**src/apb3_host_settings.svh**
```systemverilog
// Address and data width must both stay 32 because the response union packs a 30 bit word address
`ifndef APB3_HOST_SETTINGS_SVH
`define APB3_HOST_SETTINGS_SVH

// --------------------------------------------------
// Bus widths
// --------------------------------------------------

// Byte address width of the APB bus
`define APB_AW 32

// Data width of the APB bus
`define APB_DW 32

// --------------------------------------------------
// Sizing
// --------------------------------------------------

// Entries in the command FIFO, also the credits handed out after reset
`define CMD_DEPTH 4

// Words in the completer memory
// Word addresses at or above this give a slave error
`define MEM_WORDS 64

`endif
```
**src/apb3_host_pkg.sv**
```systemverilog
// Types only. The fault view assumes `APB_AW equals `APB_DW so the union views line up
`default_nettype none

`include "apb3_host_settings.svh"

package apb3_host_pkg;

  // --------------------------------------------------
  // Command
  // --------------------------------------------------

  // One queued bus command
  typedef struct packed {
    logic              write;
    logic [`APB_AW-1:0] addr;
    logic [`APB_DW-1:0] wdata;
  } apb_cmd_t;

  // --------------------------------------------------
  // Response
  // --------------------------------------------------

  // Fault code for a word address outside the memory
  localparam logic [1:0] FAULT_RANGE = 2'b01;

  // Fault view layout
  // Code sits in the top two bits, word address below it
  typedef struct packed {
    logic [1:0]         code;
    logic [`APB_DW-3:0] word_addr;
  } apb_fault_t;

  // One response word, read through data or fault
  // rsp_error picks the view
  typedef union packed {
    logic [`APB_DW-1:0] data;
    apb_fault_t         fault;
  } apb_rsp_u;

  // --------------------------------------------------
  // Host FSM
  // --------------------------------------------------

  // Classic APB3 master phases
  typedef enum logic [1:0] {
    IDLE,
    SETUP,
    ACCESS
  } apb_state_e;

endpackage

`default_nettype wire

```
**src/apb3_cmd_if.sv**
```systemverilog
// Pull link with a single consumer; take must only be raised while valid is high
`default_nettype none

`include "apb3_host_settings.svh"

interface apb3_cmd_if import apb3_host_pkg::*; ();

  // --------------------------------------------------
  // Link signals
  // --------------------------------------------------

  // Head of queue present
  logic     valid;

  // Command at the head of the queue
  apb_cmd_t cmd;

  // One cycle pop strobe from the host
  logic     take;

  // --------------------------------------------------
  // Views
  // --------------------------------------------------

  // FIFO side presents the head and sees the pop
  modport queue (
    output valid,
    output cmd,
    input  take
  );

  // Host side watches the head and pops it
  modport host (
    input  valid,
    input  cmd,
    output take
  );

endinterface

`default_nettype wire

```
**src/apb3_host_top.sv**
```systemverilog
// Source must start with `CMD_DEPTH credits and push only while holding one; responses cannot stall
`default_nettype none

`include "apb3_host_settings.svh"

module apb3_host_top import apb3_host_pkg::*; (
  input  logic               pclk,
  input  logic               reset,
  input  logic               cmd_push,
  input  logic               cmd_write,
  input  logic [`APB_AW-1:0] cmd_addr,
  input  logic [`APB_DW-1:0] cmd_wdata,
  output logic               credit_return,
  output logic               rsp_valid,
  output logic               rsp_write,
  output logic               rsp_error,
  output apb_rsp_u           rsp_word
);

  // --------------------------------------------------
  // Internal links
  // --------------------------------------------------

  apb3_cmd_if cmd_if ();

  apb_cmd_t           push_cmd;
  logic [`APB_AW-1:0] paddr;
  logic               psel;
  logic               penable;
  logic               pwrite;
  logic [`APB_DW-1:0] pwdata;
  logic [`APB_DW-1:0] prdata;
  logic               pready;
  logic               pslverr;

  // Plain command ports packed into one struct
  assign push_cmd.write = cmd_write;
  assign push_cmd.addr  = cmd_addr;
  assign push_cmd.wdata = cmd_wdata;

  // --------------------------------------------------
  // Blocks
  // --------------------------------------------------

  apb3_cmd_queue queue_i (
    .pclk          (pclk),
    .reset         (reset),
    .push          (cmd_push),
    .push_cmd      (push_cmd),
    .credit_return (credit_return),
    .cmd           (cmd_if.queue)
  );

  apb3_wlm_host master (
    .pclk      (pclk),
    .reset     (reset),
    .cmd       (cmd_if.host),
    .paddr     (paddr),
    .psel      (psel),
    .penable   (penable),
    .pwrite    (pwrite),
    .pwdata    (pwdata),
    .prdata    (prdata),
    .pready    (pready),
    .pslverr   (pslverr),
    .rsp_valid (rsp_valid),
    .rsp_write (rsp_write),
    .rsp_error (rsp_error),
    .rsp_word  (rsp_word)
  );

  // Single completer on the one select line
  apb3_mem_slave slave_i (
    .pclk    (pclk),
    .reset   (reset),
    .paddr   (paddr),
    .psel    (psel),
    .penable (penable),
    .pwrite  (pwrite),
    .pwdata  (pwdata),
    .prdata  (prdata),
    .pready  (pready),
    .pslverr (pslverr)
  );

endmodule

`default_nettype wire

```
**src/apb3_mem_slave.sv**
```systemverilog
// Word access only, paddr[1:0] ignored; wait states come from paddr[3:2], errors above `MEM_WORDS
`default_nettype none

`include "apb3_host_settings.svh"

module apb3_mem_slave (
  input  logic               pclk,
  input  logic               reset,
  input  logic [`APB_AW-1:0] paddr,
  input  logic               psel,
  input  logic               penable,
  input  logic               pwrite,
  input  logic [`APB_DW-1:0] pwdata,
  output logic [`APB_DW-1:0] prdata,
  output logic               pready,
  output logic               pslverr
);

  localparam int unsigned IW = $clog2(`MEM_WORDS);

  logic [`APB_DW-1:0] mem [`MEM_WORDS];
  logic [IW-1:0]      idx;
  logic               out_of_range;
  logic               setup;
  logic               access;
  logic [1:0]         wait_cnt;

  // --------------------------------------------------
  // Decode
  // --------------------------------------------------

  assign idx          = paddr[IW+1:2];
  assign out_of_range = (paddr[`APB_AW-1:2] >= `MEM_WORDS);
  assign setup        = psel && !penable;
  assign access       = psel && penable;

  // Ready once the wait count has run out
  assign pready  = access && (wait_cnt == 2'd0);
  assign pslverr = pready && out_of_range;
  assign prdata  = out_of_range ? '0 : mem[idx];

  // --------------------------------------------------
  // Wait counter
  // --------------------------------------------------

  // Loaded on the setup edge so it is live from the first access cycle
  always_ff @(posedge pclk) begin
    if (reset) begin
      wait_cnt <= 2'd0;
    end else if (setup) begin
      wait_cnt <= paddr[3:2];
    end else if (access && (wait_cnt != 2'd0)) begin
      wait_cnt <= wait_cnt - 2'd1;
    end
  end

  // --------------------------------------------------
  // Memory
  // --------------------------------------------------

  // Cleared on reset, written in the completing cycle only
  always_ff @(posedge pclk) begin
    if (reset) begin
      for (int i = 0; i < `MEM_WORDS; i++) begin
        mem[i] <= '0;
      end
    end else if (pready && pwrite && !out_of_range) begin
      mem[idx] <= pwdata;
    end
  end

endmodule

`default_nettype wire

```
**src/apb3_wlm_host.sv**
```systemverilog
// Single completer, one transfer in flight; responses are one-cycle pulses with no back-pressure
`default_nettype none

`include "apb3_host_settings.svh"

module apb3_wlm_host import apb3_host_pkg::*; (
  input  logic               pclk,
  input  logic               reset,
  apb3_cmd_if.host           cmd,
  output logic [`APB_AW-1:0] paddr,
  output logic               psel,
  output logic               penable,
  output logic               pwrite,
  output logic [`APB_DW-1:0] pwdata,
  input  logic [`APB_DW-1:0] prdata,
  input  logic               pready,
  input  logic               pslverr,
  output logic               rsp_valid,
  output logic               rsp_write,
  output logic               rsp_error,
  output apb_rsp_u           rsp_word
);

  apb_state_e state;
  apb_cmd_t   cur_cmd;
  apb_rsp_u   rsp_next;
  logic       done;

  // --------------------------------------------------
  // Bus drive
  // --------------------------------------------------

  // Pop the head only when idle, so one command is in flight
  assign cmd.take = (state == IDLE) && cmd.valid;

  // Phase strobes come straight from the state
  assign psel    = (state != IDLE);
  assign penable = (state == ACCESS);

  // Address, direction and data held stable from setup to the end
  assign paddr  = cur_cmd.addr;
  assign pwrite = cur_cmd.write;
  assign pwdata = cur_cmd.wdata;

  // Last access cycle
  assign done = (state == ACCESS) && pready;

  // --------------------------------------------------
  // FSM
  // --------------------------------------------------

  always_ff @(posedge pclk) begin
    if (reset) begin
      state     <= IDLE;
      rsp_valid <= 1'b0;
    end else begin
      rsp_valid <= 1'b0;
      case (state)
        IDLE: begin
          if (cmd.valid) begin
            state <= SETUP;
          end
        end
        SETUP: begin
          state <= ACCESS;
        end
        ACCESS: begin
          // Wait states keep us here
          if (pready) begin
            state     <= IDLE;
            rsp_valid <= 1'b1;
          end
        end
        default: state <= IDLE;
      endcase
    end
  end

  // --------------------------------------------------
  // Response build
  // --------------------------------------------------

  always_comb begin
    rsp_next = '0;
    if (pslverr) begin
      rsp_next.fault.code      = FAULT_RANGE;
      rsp_next.fault.word_addr = cur_cmd.addr[`APB_AW-1:2];
    end else if (cur_cmd.write) begin
      // Writes echo their own data
      rsp_next.data = cur_cmd.wdata;
    end else begin
      rsp_next.data = prdata;
    end
  end

  // Latched command and response payload
  always_ff @(posedge pclk) begin
    if (cmd.take) begin
      cur_cmd <= cmd.cmd;
    end
    if (done) begin
      rsp_write <= cur_cmd.write;
      rsp_error <= pslverr;
      rsp_word  <= rsp_next;
    end
  end

endmodule

`default_nettype wire

```
**src/apb3_cmd_queue.sv**
```systemverilog
// A push without a credit is outside the contract and is dropped when full; depth must be >= 2
`default_nettype none

`include "apb3_host_settings.svh"

module apb3_cmd_queue import apb3_host_pkg::*; (
  input  logic     pclk,
  input  logic     reset,
  input  logic     push,
  input  apb_cmd_t push_cmd,
  output logic     credit_return,
  apb3_cmd_if.queue cmd
);

  localparam int unsigned PW = $clog2(`CMD_DEPTH);
  localparam int unsigned CW = $clog2(`CMD_DEPTH + 1);

  // --------------------------------------------------
  // Storage and pointers
  // --------------------------------------------------

  apb_cmd_t        store [`CMD_DEPTH];
  logic [PW-1:0]   wr_ptr;
  logic [PW-1:0]   rd_ptr;
  logic [CW-1:0]   count;
  logic            full;
  logic            do_push;
  logic            do_pop;

  assign full    = (count == CW'(`CMD_DEPTH));
  // Guard against a misbehaving source
  assign do_push = push && !full;
  // Host only pops while valid, but keep the FIFO safe anyway
  assign do_pop  = cmd.take && cmd.valid;

  // Head is visible as soon as the count goes nonzero
  assign cmd.valid = (count != '0);
  assign cmd.cmd   = store[rd_ptr];

  // Payload entries carry no reset
  always_ff @(posedge pclk) begin
    if (do_push) begin
      store[wr_ptr] <= push_cmd;
    end
  end

  // --------------------------------------------------
  // Pointer and count control
  // --------------------------------------------------

  always_ff @(posedge pclk) begin
    if (reset) begin
      wr_ptr <= '0;
      rd_ptr <= '0;
      count  <= '0;
    end else begin
      if (do_push) begin
        // Wrap explicitly, depth need not be a power of two
        wr_ptr <= (wr_ptr == PW'(`CMD_DEPTH - 1)) ? '0 : wr_ptr + 1'b1;
      end
      if (do_pop) begin
        rd_ptr <= (rd_ptr == PW'(`CMD_DEPTH - 1)) ? '0 : rd_ptr + 1'b1;
      end
      case ({do_push, do_pop})
        2'b10:   count <= count + 1'b1;
        2'b01:   count <= count - 1'b1;
        default: count <= count;
      endcase
    end
  end

  // --------------------------------------------------
  // Credit return
  // --------------------------------------------------

  // One credit per pop, one cycle later
  // Keeps source credits equal to free entries
  always_ff @(posedge pclk) begin
    if (reset) begin
      credit_return <= 1'b0;
    end else begin
      credit_return <= do_pop;
    end
  end

endmodule

`default_nettype wire

```
**config.mk**
```make
export PLATFORM = sky130hd
export DESIGN_NAME = apb3_host_top
export DESIGN_NICKNAME = d
export VERILOG_FILES = /design/src/apb3_host_pkg.sv /design/src/apb3_cmd_if.sv /design/src/apb3_host_top.sv /design/src/apb3_mem_slave.sv /design/src/apb3_wlm_host.sv /design/src/apb3_cmd_queue.sv
export VERILOG_INCLUDE_DIRS = /design/src
export SDC_FILE = /design/constraint.sdc
export NUM_CORES = 2
export LEC_CHECK = 0
export BUFFER_PORTS_ARGS = -buffer_cell sky130_fd_sc_hd__buf_2
export CORE_MARGIN = 2
export CORE_UTILIZATION = 30
export DETAILED_ROUTE_END_ITERATION = 16
export PLACE_DENSITY = 0.44
export SLEW_MARGIN = 5
export SYNTH_ARGS = -nofsm -noshare
export SYNTH_HDL_FRONTEND = slang
export SYNTH_SLANG_ARGS = --single-unit
```
**constraint.sdc**
```tcl
create_clock -name pclk -period 10.8 [get_ports pclk]
set_input_delay 2.16 -clock pclk [delete_from_list [all_inputs] [get_ports pclk]]
set_output_delay 2.16 -clock pclk [all_outputs]
set_load 0.03 [all_outputs]
```
==> metrics.md <==
| Metric | Value |
|---|---|
| Syn nets | `7,442` |
| EDFF count, synth | `2,397` |
| Syn avg cell area | `14.5 sq um` |
| Psw | `12,900 uW` |
| Final setup fails | `0` |
| Startpoint types | `flop` |
| CTS tree | `done` |
| First-pass iteration count of the detailed router | `5` |
| Clk Latency, worst-skew pair | `0.95 ns` |
| Leakage power | `0.0429 uW` |
| Mapped cell area | `0.106 sq mm` |
| Compound-Gate Fraction of Synth Area | `6.82%` |
| Min-delay src | `slave_i.wait_cnt[1]` |
| Area Growth Syn to Fin | `14.1%` |
| Slew headroom | `3.93%` |
| Worst EP arrival | `6.41 ns` |
| Hold WC Path Type | `flop to flop` |
| R2R cell count | `10` |
| CTS sink cnt | `2,410` |
| GRT Util Overall | `23.2%` |
| Row Count | `218` |
| Post-synth top flop | `edfxtp_1` |
| Pwr/cell area | `262 mW/mm^2` |
| Initial antenna violation count | `70` |
| Synth top cells by count | `edfxtp_1 (2,397), and2_1 (2,053), clkbuf_1 (557), o22ai_1 (309), mux2_2 (206)` |
| WS Path Type | `flop to flop` |
| Crit end category | `flop` |
| Die area | `0.360 sq mm` |
| Grt total ovfl | `0` |
| Clk pwr share | `29.4%` |
| Reg clk slew, reported paths | `0.06 ns` |
| Fin crit share | `53.1%` |
| H-tree levels | `5` |
| Largest net degree at the start of global routing | `76` |
| Final slew viol count | `0` |
| Routed wire length | `425 mm` |
| Yosys warnings | `0` |
| DRT antenna net count | `0` |
| Synth top area share | `67.6%` |
| CTS Hold Bufs | `0` |
| Post-synthesis xor/xnor area fraction | `0.0247%` |
| DIE WIDTH | `600 microns` |
| Sw frac | `40.6%` |
| Chip height | `600 microns` |
| Resized Gates After CTS | `0` |
| DR iter-0 viols | `9,131` |
| Count of final hold-check violations | `0` |
| Cell with the most instances after synthesis | `edfxtp_1` |
| Min Tclk post-route | `5.73 ns` |
| RSZ-0062 raised after global routing | `no` |
| Share of cells above drive strength 1 | `18.0%` |
| Post-DP HPWL | `244 mm` |
| Via count | `65,800` |
| P_int | `18,900 uW` |
| Least-Margin Pin Slew | `1.44 ns` |
| Mux contribution to synthesized area | `7.83%` |
| PnR worst setup slack | `5.07 ns` |
| Starting Density | `30.2%` |
| Reg area | `0.0722 sq mm` |
| Hold WS | `0.499 ns` |
| Gate power share | `35.6%` |
| Worst-path maximum fanout | `24` |
| WL per Instance | `34.6 microns` |
| Netlist cell types | `70` |
| Post-Synth Simple-Gate Area | `14.4%` |
| Core Region | `0.353 sq mm` |
| Root buf cell | `clkbuf_16` |
| Syn Inst Count | `7,366` |
| Synth top area cells | `edfxtp_1 (68%), and2_1 (12%), mux4_2 (4.2%)` |
| Sequential Power Share | `35.0%` |
| Async SR Flop Fraction | `0%` |
| Top Ports | `104` |
| Crit path launch | `master.paddr[2]` |
| Number of global-route vias before repair | `64,500` |
| Highest Clock Rate | `174 MHz` |
| First-pass GRT wire length | `573 mm` |
| MaxCap Viol Count | `0` |
| Fill cell instance count of the final layout | `34,100` |
| Clk buf depth | `4` |
| Seq/Total Area, Yosys | `67.8%` |
| Setup TNS | `0 ns` |
| Reg2Reg Launch Point | `master.paddr[2]` |
| Worst slack, placed | `4.24 ns` |
| Area of the multi-input gates | `0.0314 sq mm` |
| Peak VDD IR | `0.000206 V` |
| Main combinational cell family by area after synthesis | `simple AND/OR/NAND/NOR gates` |
| Clk_skew | `0.0745 ns` |
| Worst endpoint required time | `11.48 ns` |
| Register bit count reported by yosys | `2,410` |
| Hold depth | `1` |
| Synth area leader | `edfxtp_1` |
| Cts bufs inserted | `282` |
| Adder-cell area share of the yosys netlist | `0.101%` |
| Run status | `complete, no violations` |
| Vias per Instance | `5.36` |
| # DRC | `0` |
| Setup repair bufs after CTS | `0` |
| Nets@finish | `7,386` |
| Gp weighted congestion | `0.868` |
| Port bufs | `101` |
## registers in the layout (all words and copies together), names as in the netlist
| register | count |
|---|---|
| master.pwdata | 32 |
| queue_i.store | 252 |
| queue_i.wr_ptr | 2 |
| master.pwrite | 1 |
| master.state | 2 |
| master.rsp_word | 32 |
| queue_i.count | 3 |
| slave_i.mem | 2048 |
| master.rsp_error | 1 |
| master.rsp_valid | 1 |
| queue_i.credit_return | 1 |
| queue_i.rd_ptr | 2 |
| master.rsp_write | 1 |
| slave_i.wait_cnt | 2 |
| master.paddr | 30 |
## per-layer routing
| metal | up-vias | part of all wire, % | global-route usage (%) |
|---|---|---|---|
| met5 | - | 0.057 | 0 |
| met4 | 40 | 4.9 | 9.92 |
| met3 | 707 | 9.0 | 4.68 |
| met2 | 3148 | 45 | 35.8 |
| met1 | 34700 | 41 | 31.7 |
| li1 | 27300 | - | - |
## layout make-up
| class | instances | area share (%) |
|---|---|---|
| timing repair buffer | 408 | 2.43 |
| inverter | 28 | 0.0937 |
| clock buffer | 353 | 6.15 |
| antenna | 23 | 0.0474 |
| sequential | 2410 | 59.5 |
| clock inverter | 147 | 1.09 |
| multi-input combinational | 4180 | 25.8 |
| tap | 4730 | 4.87 |
## worst paths after layout
path | slack [ns] | to
worst max-delay path | 5.07 | master.rsp_word[31]
worst min-delay path | 0.50 | slave_i.wait_cnt[1]
worst max register to register | 5.07 | master.rsp_word[31]
worst min register to register | 0.50 | slave_i.wait_cnt[1]
## critical path, cell delays in order (launching register included)
cell and delay (ns):
edfxtp_1 0.77, buf_4 0.61, buf_4 0.47, nand2b_4 0.62, buf_4 0.38, o22ai_1 0.13, a221oi_1 0.79, o211ai_1 0.46
a2111oi_0 0.55, buf_4 0.27, a32o_1 0.38
## cell families after synthesis
family                     count (synthesis)
AOI/OAI and AO/OA                       1049
xor gates and xnor gates                   3
adders and majority gates                  8
buffers and inverters                    776
DFF                                     2410
muxes                                    561
and+or+nand+nor                         2559
## through the flow
| step | instance area, sq um | instances | utilization [%] | total power, uW |
|---|---|---|---|---|
| after floorplan | 106000 | 7366 | - | 16400 |
| after global placement | 113000 | 11800 | 31.9 | 22500 |
| after detailed placement | 113000 | 11800 | 31.9 | 22500 |
| after CTS | 121000 | 12300 | 34.4 | 31800 |
| after global routing | 121000 | 12300 | 34.4 | 32500 |
| final | 121000 | 12300 | 34.4 | 31900 |
## placed cells by master (no fill, tap or decap), drive strengths merged, types with 11 or more instances in the layout
cell     synthesis  routed
buf            190     408
o22a            29      29
and2          2053    2053
diode            0      23
nor2           162     162
o22ai          309     309
o31ai           27      27
a221oi          42      42
nand2          119     119
mux2i          158     158
dfxtp           13      13
o211ai          11      11
or3             11      11
inv             27      37
a221o           12      12
and3            33      33
or2             68      68
nor2b           24      24
o2111ai         12      12
o21ai          122     122
clkbuf         558     353
a22oi           49      49
mux2           206     206
nor4            12      12
a21oi          139     139
o221ai         158     158
edfxtp        2397    2397
nor3            25      25
a211oi          41      41
nand3           13      13
clkinv           1     117
bufinv           0      16
a2bb2oi         32      32
mux4           197     197
## power groups by stage
stage	Clock, uW	Combinational, uW	Sequential, uW
after CTS	9490	11200	11200
after floorplan	0	5190	11300
final	9350	11300	11200
after detailed placement	0	11200	11400
after global routing	9820	11500	11200
after global placement	0	11100	11300
No activity file was read; power rests on OpenSTA's default activity.
